<file path="src/hw/rv_settings.svh">
`ifndef RV_SETTINGS_SVH
`define RV_SETTINGS_SVH

// register and datapath width, RV64
`define RV_XLEN 64

// architectural registers x0 to x31
`define RV_NREGS 32

// instruction memory word index, taken from pc bits 7:2
`define RV_IMEM_AW 6

// data memory doubleword index, taken from alu result bits 8:3
`define RV_DMEM_AW 6

`endif

</file>
<file path="src/hw/rv_pkg.sv">
`default_nettype none

package rv_pkg;

    // major opcodes of the supported subset, instr[6:0]
    typedef enum logic [6:0] {
        OPC_OP     = 7'b0110011, // add sub and or xor slt sltu
        OPC_OP_IMM = 7'b0010011, // addi andi ori xori
        OPC_LOAD   = 7'b0000011, // ld
        OPC_STORE  = 7'b0100011, // sd
        OPC_BRANCH = 7'b1100011  // beq bne
    } opcode_e;

    // operation selected for the alu
    // loads and stores compute their address with ALU_ADD,
    // branches compare with ALU_SUB and look at the zero flag
    typedef enum logic [3:0] {
        ALU_ADD  = 4'd0,
        ALU_SUB  = 4'd1,
        ALU_AND  = 4'd2,
        ALU_OR   = 4'd3,
        ALU_XOR  = 4'd4,
        ALU_SLT  = 4'd5, // signed less-than
        ALU_SLTU = 4'd6  // unsigned less-than
    } alu_op_e;

    // source of the register file write data
    typedef enum logic {
        WB_ALU = 1'b0, // alu result
        WB_MEM = 1'b1  // data memory read, ld only
    } wb_sel_e;

endpackage

`default_nettype wire

</file>
<file path="src/hw/rv_core.sv">
`timescale 1ns/1ps
`default_nettype none

`include "rv_settings.svh"

module rv_core
    import rv_pkg::*;
(
    input  logic                   clk,
    input  logic                   rst_n,      // synchronous, pc back to 0
    output logic [`RV_IMEM_AW-1:0] imem_addr,  // instruction word index
    input  logic [31:0]            imem_rdata, // combinational fetch
    output logic [`RV_DMEM_AW-1:0] dmem_addr,  // doubleword index
    output logic [`RV_XLEN-1:0]    dmem_wdata,
    output logic                   dmem_we,    // written on the next rising edge
    input  logic [`RV_XLEN-1:0]    dmem_rdata
);

    logic [`RV_XLEN-1:0] pc;
    logic [`RV_XLEN-1:0] next_pc;
    logic [4:0]          rs1, rs2, rd;
    logic [`RV_XLEN-1:0] imm;
    alu_op_e             alu_op;
    logic                alu_src_imm;
    logic                reg_we_dec;  // decode view, before reset gating
    logic                reg_we;      // gated, goes to the register file
    logic                mem_we;
    wb_sel_e             wb_sel;
    logic                branch, branch_ne;
    logic [`RV_XLEN-1:0] rdata1, rdata2;
    logic [`RV_XLEN-1:0] alu_result;
    logic [`RV_XLEN-1:0] wb_data;

    // program counter, one instruction per clock
    always_ff @(posedge clk) begin
        if (!rst_n) begin
            pc <= '0; // boot address
        end else begin
            pc <= next_pc;
        end
    end

    assign imem_addr = pc[2 +: `RV_IMEM_AW]; // word aligned fetch

    rv_decode u_decode (
        .instr(imem_rdata), .rs1(rs1), .rs2(rs2), .rd(rd), .imm(imm),
        .alu_op(alu_op), .alu_src_imm(alu_src_imm), .reg_we(reg_we_dec),
        .mem_we(mem_we), .wb_sel(wb_sel), .branch(branch), .branch_ne(branch_ne)
    );

    rv_regfile u_regfile (
        .clk(clk), .rs1(rs1), .rs2(rs2), .rd(rd), .we(reg_we), .wdata(wb_data),
        .rdata1(rdata1), .rdata2(rdata2)
    );

    rv_execute u_execute (
        .pc(pc), .rdata1(rdata1), .rdata2(rdata2), .imm(imm), .alu_op(alu_op),
        .alu_src_imm(alu_src_imm), .branch(branch), .branch_ne(branch_ne),
        .alu_result(alu_result), .next_pc(next_pc)
    );

    // memory port and write-back, also masks writes during reset
    rv_result u_result (
        .rst_n(rst_n), .alu_result(alu_result), .rdata2(rdata2), .mem_we(mem_we),
        .wb_sel(wb_sel), .reg_we_dec(reg_we_dec), .dmem_rdata(dmem_rdata),
        .dmem_addr(dmem_addr), .dmem_wdata(dmem_wdata), .dmem_we(dmem_we),
        .wb_data(wb_data), .reg_we(reg_we)
    );

endmodule

`default_nettype wire

</file>
<file path="src/hw/rv_decode.sv">
`timescale 1ns/1ps
`default_nettype none

`include "rv_settings.svh"

module rv_decode
    import rv_pkg::*;
(
    input  logic [31:0]         instr,       // instruction word from imem
    output logic [4:0]          rs1,         // source register a
    output logic [4:0]          rs2,         // source register b
    output logic [4:0]          rd,          // destination register
    output logic [`RV_XLEN-1:0] imm,         // sign-extended immediate
    output alu_op_e             alu_op,
    output logic                alu_src_imm, // operand b from imm
    output logic                reg_we,      // write rd, before reset gating
    output logic                mem_we,      // sd
    output wb_sel_e             wb_sel,
    output logic                branch,      // beq or bne
    output logic                branch_ne    // invert the zero test
);

    // funct3 codes shared by OP and OP_IMM
    localparam logic [2:0] F3_ADD  = 3'b000;
    localparam logic [2:0] F3_SLT  = 3'b010;
    localparam logic [2:0] F3_SLTU = 3'b011;
    localparam logic [2:0] F3_XOR  = 3'b100;
    localparam logic [2:0] F3_OR   = 3'b110;
    localparam logic [2:0] F3_AND  = 3'b111;

    opcode_e             opcode;
    logic [2:0]          funct3;
    logic [6:0]          funct7;
    logic [`RV_XLEN-1:0] imm_i, imm_s, imm_b;

    // sub only exists for register operands, funct7 bit 5 picks it
    function automatic alu_op_e arith_op(input logic [2:0] f3, input logic sub);
        alu_op_e op;
        case (f3)
            F3_ADD:  op = sub ? ALU_SUB : ALU_ADD;
            F3_SLT:  op = ALU_SLT;
            F3_SLTU: op = ALU_SLTU;
            F3_XOR:  op = ALU_XOR;
            F3_OR:   op = ALU_OR;
            F3_AND:  op = ALU_AND;
            default: op = ALU_ADD; // shifts are not part of the subset
        endcase
        return op;
    endfunction

    assign opcode = opcode_e'(instr[6:0]);
    assign funct3 = instr[14:12];
    assign funct7 = instr[31:25];
    assign rd     = instr[11:7];
    assign rs1    = instr[19:15];
    assign rs2    = instr[24:20];

    // immediate formats, bit 31 is always the sign
    assign imm_i = {{(`RV_XLEN-12){instr[31]}}, instr[31:20]};
    assign imm_s = {{(`RV_XLEN-12){instr[31]}}, instr[31:25], instr[11:7]};
    assign imm_b = {{(`RV_XLEN-13){instr[31]}}, instr[31], instr[7],
                    instr[30:25], instr[11:8], 1'b0};

    always_comb begin
        // defaults make any unknown opcode a no-op
        imm         = imm_i;
        alu_op      = ALU_ADD;
        alu_src_imm = 1'b0;
        reg_we      = 1'b0;
        mem_we      = 1'b0;
        wb_sel      = WB_ALU;
        branch      = 1'b0;
        branch_ne   = 1'b0;
        case (opcode)
            OPC_OP: begin
                alu_op = arith_op(funct3, funct7[5]);
                reg_we = 1'b1;
            end
            OPC_OP_IMM: begin
                alu_op      = arith_op(funct3, 1'b0); // imm bit 30 is data here
                alu_src_imm = 1'b1;
                reg_we      = 1'b1;
            end
            OPC_LOAD: begin
                alu_src_imm = 1'b1; // rs1 + offset
                reg_we      = 1'b1;
                wb_sel      = WB_MEM;
            end
            OPC_STORE: begin
                imm         = imm_s;
                alu_src_imm = 1'b1;
                mem_we      = 1'b1;
            end
            OPC_BRANCH: begin
                imm       = imm_b;
                alu_op    = ALU_SUB;                  // rs1 - rs2, zero when equal
                branch    = (funct3[2:1] == 2'b00);   // beq 000, bne 001 only
                branch_ne = funct3[0];
            end
            default: ;
        endcase
    end

endmodule

`default_nettype wire

</file>
<file path="src/hw/rv_execute.sv">
`timescale 1ns/1ps
`default_nettype none

`include "rv_settings.svh"

module rv_execute
    import rv_pkg::*;
(
    input  logic [`RV_XLEN-1:0] pc,          // address of this instruction
    input  logic [`RV_XLEN-1:0] rdata1,      // rs1 value, operand a
    input  logic [`RV_XLEN-1:0] rdata2,      // rs2 value
    input  logic [`RV_XLEN-1:0] imm,
    input  alu_op_e             alu_op,
    input  logic                alu_src_imm,
    input  logic                branch,
    input  logic                branch_ne,
    output logic [`RV_XLEN-1:0] alu_result,
    output logic [`RV_XLEN-1:0] next_pc
);

    logic [`RV_XLEN-1:0] op_b;        // second alu operand after the select
    logic                lt_signed;   // slt
    logic                lt_unsigned; // sltu
    logic                zero;        // alu result is all zeros
    logic                taken;
    logic [`RV_XLEN-1:0] pc_plus4;
    logic [`RV_XLEN-1:0] pc_target;

    // operand select stage
    assign op_b = alu_src_imm ? imm : rdata2;

    assign lt_signed   = $signed(rdata1) < $signed(op_b);
    assign lt_unsigned = rdata1 < op_b;

    always_comb begin
        case (alu_op)
            ALU_ADD:  alu_result = rdata1 + op_b;
            ALU_SUB:  alu_result = rdata1 - op_b;
            ALU_AND:  alu_result = rdata1 & op_b;
            ALU_OR:   alu_result = rdata1 | op_b;
            ALU_XOR:  alu_result = rdata1 ^ op_b;
            ALU_SLT:  alu_result = {{(`RV_XLEN-1){1'b0}}, lt_signed};
            ALU_SLTU: alu_result = {{(`RV_XLEN-1){1'b0}}, lt_unsigned};
            default:  alu_result = rdata1 + op_b; // unused encodings behave as add
        endcase
    end

    // flags
    assign zero = (alu_result == '0);

    // beq takes on zero, bne on not zero
    assign taken = branch & (zero ^ branch_ne);

    // next program counter, offset is relative to this instruction
    assign pc_plus4  = pc + `RV_XLEN'd4;
    assign pc_target = pc + imm;
    assign next_pc   = taken ? pc_target : pc_plus4;

endmodule

`default_nettype wire

</file>
<file path="src/hw/rv_regfile.sv">
`timescale 1ns/1ps
`default_nettype none

`include "rv_settings.svh"

module rv_regfile (
    input  logic                clk,
    input  logic [4:0]          rs1,    // read port a index
    input  logic [4:0]          rs2,    // read port b index
    input  logic [4:0]          rd,     // write index
    input  logic                we,     // already low during reset
    input  logic [`RV_XLEN-1:0] wdata,
    output logic [`RV_XLEN-1:0] rdata1,
    output logic [`RV_XLEN-1:0] rdata2
);

    logic [`RV_XLEN-1:0] regs [`RV_NREGS]; // no reset, contents undefined at boot

    // one write per cycle, x0 never stored
    always_ff @(posedge clk) begin
        if (we && (rd != 5'd0)) begin
            regs[rd] <= wdata;
        end
    end

    // reads are combinational and see the value from before this edge
    // x0 is forced so the unwritten entry 0 is never seen
    assign rdata1 = (rs1 == 5'd0) ? '0 : regs[rs1];
    assign rdata2 = (rs2 == 5'd0) ? '0 : regs[rs2];

endmodule

`default_nettype wire

</file>
<file path="src/hw/rv_result.sv">
`timescale 1ns/1ps
`default_nettype none

`include "rv_settings.svh"

module rv_result
    import rv_pkg::*;
(
    input  logic                  rst_n,
    input  logic [`RV_XLEN-1:0]   alu_result, // address for ld and sd
    input  logic [`RV_XLEN-1:0]   rdata2,     // store data from rs2
    input  logic                  mem_we,     // sd from decode
    input  wb_sel_e               wb_sel,
    input  logic                  reg_we_dec, // rd write from decode
    input  logic [`RV_XLEN-1:0]   dmem_rdata,
    output logic [`RV_DMEM_AW-1:0] dmem_addr,
    output logic [`RV_XLEN-1:0]   dmem_wdata,
    output logic                  dmem_we,
    output logic [`RV_XLEN-1:0]   wb_data,
    output logic                  reg_we
);

    // doubleword index, low three bits are the byte offset inside it
    assign dmem_addr  = alu_result[3 +: `RV_DMEM_AW];
    assign dmem_wdata = rdata2;

    // no architectural write while the core is held in reset
    assign dmem_we = mem_we & rst_n;
    assign reg_we  = reg_we_dec & rst_n;

    // write-back select
    always_comb begin
        case (wb_sel)
            WB_MEM:  wb_data = dmem_rdata; // ld
            default: wb_data = alu_result;
        endcase
    end

endmodule

`default_nettype wire

</file>
<file path="config.mk">
export PLATFORM = sky130hd
export DESIGN_NAME = rv_core
export DESIGN_NICKNAME = d
export VERILOG_FILES = /design/src/hw/rv_pkg.sv /design/src/hw/rv_core.sv /design/src/hw/rv_decode.sv /design/src/hw/rv_execute.sv /design/src/hw/rv_regfile.sv /design/src/hw/rv_result.sv
export VERILOG_INCLUDE_DIRS = /design/src /design/src/hw
export SDC_FILE = /design/constraint.sdc
export NUM_CORES = 2
export LEC_CHECK = 0
export BUFFER_PORTS_ARGS = -buffer_cell sky130_fd_sc_hd__buf_2
export CAP_MARGIN = 40
export CORE_MARGIN = 3
export CORE_UTILIZATION = 50
export CTS_CLUSTER_DIAMETER = 30
export DETAILED_ROUTE_END_ITERATION = 16
export GPL_ROUTABILITY_DRIVEN = 0
export PLACE_DENSITY = 0.66
export SYNTH_ARGS = -nofsm -noshare
export SYNTH_HDL_FRONTEND = slang
export SYNTH_SLANG_ARGS = --single-unit
</file>
<file path="constraint.sdc">
create_clock -name clk -period 13.54 [get_ports clk]
set_clock_uncertainty 0.2 [all_clocks]
set_input_delay 3.385 -clock clk [delete_from_list [all_inputs] [get_ports clk]]
set_output_delay 3.385 -clock clk [all_outputs]
set_load 0.1 [all_outputs]
</file>
After elaboration in Yosys (flattened, before gate mapping) --
Memories as Yosys holds them, arrays and structs flattened. Cells that the tools add are included.
Storage, ports and cells: input port bits 98, memories 1, output and inout bits 77, bits in writable memories 2048, flip-flop bits (word level) 64, word-level logic and storage cells 59
Operators by class: muxes and demuxes 19, reduce and logical (&&, ||, !) cells 9, order comparisons 2, bitwise gates (word level) 7, eq/ne operators 16, add/subtract/negate cells 4
Memories:
- u_regfile.regs | words 32, bits a word 64, rd ports 2, clocked after Yosys merged registers in 0, write ports 1, RTL line rv_regfile.sv:17 | logic [`RV_XLEN-1:0] regs [`RV_NREGS];
Operators by type and width (number):
- 64-bit one-hot mux with 6 select lines | 1
- 64-bit two-way mux | 5
- 64-bit adder | 2
- 64-bit less-than comparator | 2
- 64-bit by 3-bit adder with 64-bit output, second input constant | 1
- 64-bit AND | 1
- 64-bit logical NOT | 1
- 64-bit bitwise OR | 1
- 64-bit subtractor | 1
- 64-bit bitwise XOR | 1
- 12-bit one-hot mux with 2 select lines | 1
- 4-bit one-hot mux with 6 select lines | 1
- 3-bit one-hot mux with 5 select lines | 1
- 7-bit by 6-bit equality test with 1-bit output, second input constant | 2
- 4-bit by 3-bit equality test with 1-bit output, second input constant | 3
- 4-bit one-hot mux with 3 select lines | 1
- 5-bit logical NOT | 2
- 3-bit equality test, second input constant | 3
- 1-bit two-way mux | 9
- 4-bit by 2-bit equality test with 1-bit output, second input constant | 2
- 7-bit by 2-bit equality test with 1-bit output, second input constant | 1
- 7-bit by 5-bit equality test with 1-bit output, second input constant | 1
- 7-bit equality test, second input constant | 1
- 3-bit by 2-bit equality test with 1-bit output, second input constant | 2
- 8 further kinds | 11

Depth between registers and ports, before layout --
depth in word-level cells 10, mapped depth 32, mapped depth without buffers 28

Hierarchy --
Synthesis repeated with hierarchy kept, for this count alone.
Second synthesis, totals: cell total of the unflattened synthesis 7741, area total of the unflattened synthesis 116095.1 um2
Modules (own cells, without submodules):
- rv_regfile | cells an instance 4565, sequential area each 61499.0 um2, area an instance 93922.6 um2, times used 1
- rv_execute | cells an instance 2790, sequential area each 0.0 um2, area an instance 17929.7 um2, times used 1
- rv_core | cells an instance 140, sequential area each 1281.2 um2, area an instance 1836.8 um2, times used 1
- rv_result | cells an instance 143, sequential area each 0.0 um2, area an instance 1615.3 um2, times used 1
- rv_decode | cells an instance 103, sequential area each 0.0 um2, area an instance 790.8 um2, times used 1

Worst setup path after synthesis --
OpenSTA, ideal clock, no wires.
kind input-to-output, start point input imem_rdata[20], end point output dmem_addr[5], required time 9955 ps, path slack -885 ps, path buffers 6, data arrival time 10840 ps, stages 18, path through buf_2 > clkbuf_1 > clkbuf_1 > clkbuf_1 > clkbuf_1 > buf_1 > mux2i_1 > o22ai_1 > a221oi_1 > nor2_1 > a21oi_1 > nor2_1 > mux2i_1 > ha_1 > nand2_1 > nand2_1 > o221ai_1 > o21ai_0
Between the ends: longest elaborated chain between the ends 5, elaborated cells between the ends (all ways) 11, those cells by class add/sub: 2; mux: 4; bitwise: 3; reduce/logical: 1; memory: 1
Ends and longest elaborated chain:
- start, declared | RTL line rv_core.sv:12 | input logic [31:0] imem_rdata,
- memory read 32 x 64 bit / 5-bit logical NOT (equally long branches)
- 64-bit two-way mux (*) | RTL line rv_regfile.sv:29 | assign rdata2 = (rs2 == 5'd0) ? '0 : regs[rs2];
- net dmem_wdata[8] | RTL line rv_core.sv:14 | output logic [`RV_XLEN-1:0] dmem_wdata,
- 64-bit two-way mux (*) | RTL line rv_execute.sv:30 | assign op_b = alu_src_imm ? imm : rdata2;
- 64-bit adder (tied with other cells) | RTL line rv_execute.sv:37, rv_execute.sv:44
- 64-bit one-hot mux with 6 select lines (*) | RTL line rv_execute.sv:36 | case (alu_op)
- end, declared | RTL line rv_core.sv:13 | output logic [`RV_DMEM_AW-1:0] dmem_addr,
Mark *: on every way through the listed nets, which the timed path passes. The rest lies on a longest branch.

Final worst setup path --
start point input imem_rdata[20], end point output dmem_addr[4]
Between the ends: longest elaborated chain between the ends 5, elaborated cells between the ends (all ways) 11, those cells by class add/sub: 2; mux: 4; bitwise: 3; reduce/logical: 1; memory: 1
Ends and longest elaborated chain (RTL line):
- memory read 32 x 64 bit / 5-bit logical NOT (equally long branches)
- 64-bit two-way mux | rv_regfile.sv:29
- 64-bit two-way mux (*) | rv_execute.sv:30
- 64-bit adder (tied with other cells) | rv_execute.sv:37, rv_execute.sv:44
- 64-bit one-hot mux with 6 select lines (*) | rv_execute.sv:36
Every way passes the cells marked *; elsewhere a longest branch is shown, timed or not.

==> flow_metrics.env <==
export IMPL_ctsHoldBuffers=0
export IMPL_initial_core_util_pct=50.4
export IMPL_crit_start="imem_rdata[20]"
export IMPL_final_cells=10522
export IMPL_p_per_area_mw_per_mm2=170
export IMPL_syn_to_final_growth_pct=18.8
export IMPL_slew_violations=0
export IMPL_tritoncts="yes"
export IMPL_ant_nets=0
export IMPL_ys_seq_area_share_pct=56.8
export IMPL_ios=175
export IMPL_peakVddDrop_mv=0.133
export IMPL_r2r_start="u_regfile.regs[7][1]$_DFFE_PP_"
export IMPL_cp_max_fo=52
export IMPL_overflow=0
export IMPL_slew_headroom_pct=30.5
export IMPL_ys_flop_type="edfxtp_1"
export IMPL_synth_cell_type_count=98
export IMPL_clk_path_buf_depth=4
export IMPL_hold_viol_final=0
export IMPL_grt_first_pass_wirelength_mm=547
export IMPL_grt_max_degree=106
export IMPL_nets=7653
export IMPL_die_width_um=472
export IMPL_synth_area_leader_cell="edfxtp_1"
export IMPL_arrival_ps=8940
export IMPL_post_drt_wl_per_cell_um=36.6
export IMPL_syn_avg_cell_area_sq_um=15.7
export IMPL_cp_endpoint="dmem_addr[4]"
export IMPL_fmax_ghz=0.0799
export IMPL_min_period_ps=12520
export IMPL_portBuffers=174
export IMPL_hold_depth=2
export IMPL_netlist_area_leader_share_pct=56.6
export IMPL_postSynthCellCount=6931
export IMPL_synthArstFlopShare_pct=0
export IMPL_r2r_end="pc[2]$_SDFF_PN0_"
export IMPL_drive_above_1_share_pct=31.6
export IMPL_hp_class="reg2reg"
export IMPL_row_count=170
export IMPL_drt_wl_total_mm=385
export IMPL_dr_pass1_iters=9
export IMPL_synth_edf_count=2048
export IMPL_die_y_um=472
export IMPL_antenna_found_initial=11
export IMPL_die_area_sq_mm=0.223
export IMPL_path_class="in2out"
export IMPL_synth_warnings=0
export IMPL_total_power_mw=22.0
export IMPL_vias=76349
export IMPL_drc_errors=0
export IMPL_postCtsSetupRepairBufs=0
export IMPL_drt_iter0_drc=13310
export IMPL_critPathRequiredTime_ps=9950
export IMPL_path_clk_slew_ps=50
export IMPL_r2r_cells=28
export IMPL_clock_latency_ps=1020
export IMPL_period_share_pct=92.5
export IMPL_fin_util_pct=59.9
export IMPL_drv_cap=0
export IMPL_gr_usage_all_layers_pct=34.3
export IMPL_tightest_slew_ps=1040
export IMPL_ctsHtreeMaxLevel=5
export IMPL_place_hpwl_mm=235
export IMPL_cts_root_buf="clkbuf_16"
export IMPL_ys_seq_elements=2056
export IMPL_power_leakage_nw=44.5
export IMPL_viasPerCell=7.26
export IMPL_setup_violations=0
export IMPL_clock_sinks=2056
export IMPL_cp_end_kind="output port"
export IMPL_status="completed"
export IMPL_fin_setup_tns_ps=0
export IMPL_first_global_vias=74535
export IMPL_ctsResizeCount=0
export IMPL_worstSetupStartpointType="primary input"
export IMPL_rsz0062_at_grt="false"
export IMPL_cts_buffers=406
export IMPL_yosys_top_cells_area="edfxtp_1, mux4_2, ha_1, mux2i_1, a21oi_1"
export IMPL_synth_area_sq_mm=0.109
export IMPL_numPlacedInstances=9781
export IMPL_rrSetupSlack_ps=4700
export IMPL_core_area_sq_mm=0.215
==> power by group <==
part	switching (mW)	leakage [nW]	internal (mW)
Clock	3.40	6.61	6.63
Combinational	2.87	19.4	1.18
Sequential	0.0280	18.5	7.86
Total	6.29	44.5	15.7
==> worst min path at each step <==
stage | startpoint | end | slack [ps]
finish | pc[0]$_SDFFE_PN0P_ | pc[0]$_SDFFE_PN0P_ | 280
global placement | pc[0]$_SDFFE_PN0P_ | pc[0]$_SDFFE_PN0P_ | 260
CTS | pc[0]$_SDFFE_PN0P_ | pc[0]$_SDFFE_PN0P_ | 280
global route | pc[0]$_SDFFE_PN0P_ | pc[0]$_SDFFE_PN0P_ | 300
detailed placement | pc[0]$_SDFFE_PN0P_ | pc[0]$_SDFFE_PN0P_ | 270
floorplan | pc[0]$_SDFFE_PN0P_ | pc[0]$_SDFFE_PN0P_ | 240
==> through the flow <==
stage	hold WS, ps	setup WS [ps]	instance area [sq um]
2_1_floorplan	239	-208	109000
3_3_place_gp	256	1150	114000
3_5_place_dp	271	1110	115000
4_1_cts	278	1140	129000
5_1_grt	305	568	129000
6_report	276	1020	129000
==> flip-flops by register name, indices dropped and copies added, names as in the netlist <==
name            flops
pc                  8
u_regfile.regs   2048
==> cell type report <==
type	count	area (sq um)
Tap cell	2838	3550
Clock inverter	294	3280
Clock buffer	442	10500
Antenna cell	2	5.00
Timing Repair Buffer	474	4240
Multi-Input combinational cell	4175	44900
Fill cell	15584	86200
Inverter	241	916
Sequential cell	2056	61700
==> kinds of logic after synthesis <==
logic type      count (synthesis)  synth area share, %
compound gates               1191                 7.29
xor+xnor                       26                0.210
fa+ha+maj                     201                 2.34
buf+inv                       763                 2.69
flops                        2056                 56.8
mux                          1329                 25.1
other cells                     1              0.00345
simple gates                 1364                 5.62
==> cell usage after synthesis (all sizes together), types with 19 or more instances <==
| cell | count |
|---|---|
| mux2i | 198 |
| a21o | 103 |
| inv | 240 |
| edfxtp | 2048 |
| mux2 | 22 |
| mux4 | 1109 |
| o31ai | 32 |
| a31oi | 49 |
| nand2 | 481 |
| nor4 | 50 |
| nor3 | 91 |
| nand4 | 41 |
| a221oi | 54 |
| nand3 | 68 |
| xnor2 | 22 |
| a22o | 22 |
| nor2 | 460 |
| o22ai | 46 |
| nor2b | 20 |
| a21oi | 369 |
| buf | 144 |
| o221ai | 54 |
| or3 | 31 |
| o21bai | 49 |
| o211ai | 58 |
| and3 | 24 |
| ha | 198 |
| o21ai | 160 |
| clkbuf | 378 |
| o21a | 19 |
| a211oi | 47 |
| nand2b | 21 |
==> routing by layer <==
metal | GRT usage (%) | routed length [um]
met5 | 0 | 46
met4 | 15.1 | 20500
met3 | 12.4 | 61200
met2 | 50.5 | 170000
met1 | 46.0 | 133000
==> cell usage in the layout, fill, tap and decap left out, types with 166 or more instances in the layout <==
cell type and n:
edfxtp_1 2048, mux4_2 1109, nand2_1 476, clkbuf_16 415, nor2_1 412, a21oi_1 346
inv_1 238, buf_4 217, ha_1 198, mux2i_1 197, buf_2 166
==> worst max-delay path: stages <==
cell      delay [ps]
buf_8            480
buf_12           270
mux4_2           530
nand2_1           90
nand2_1          140
a221oi_1         280
nor2_1            70
a21oi_1          490
nor2_1           220
nand2_1          110
a21boi_0         450
ha_1             370
o21ba_2          230
nor4_1           290
or3_1            210
a21oi_1           80
o21bai_1         180
nand2_1           70
and3_1           190
a31oi_1          250
o221ai_4         170
buf_2            340
No activity file was read; power rests on OpenSTA's default activity.
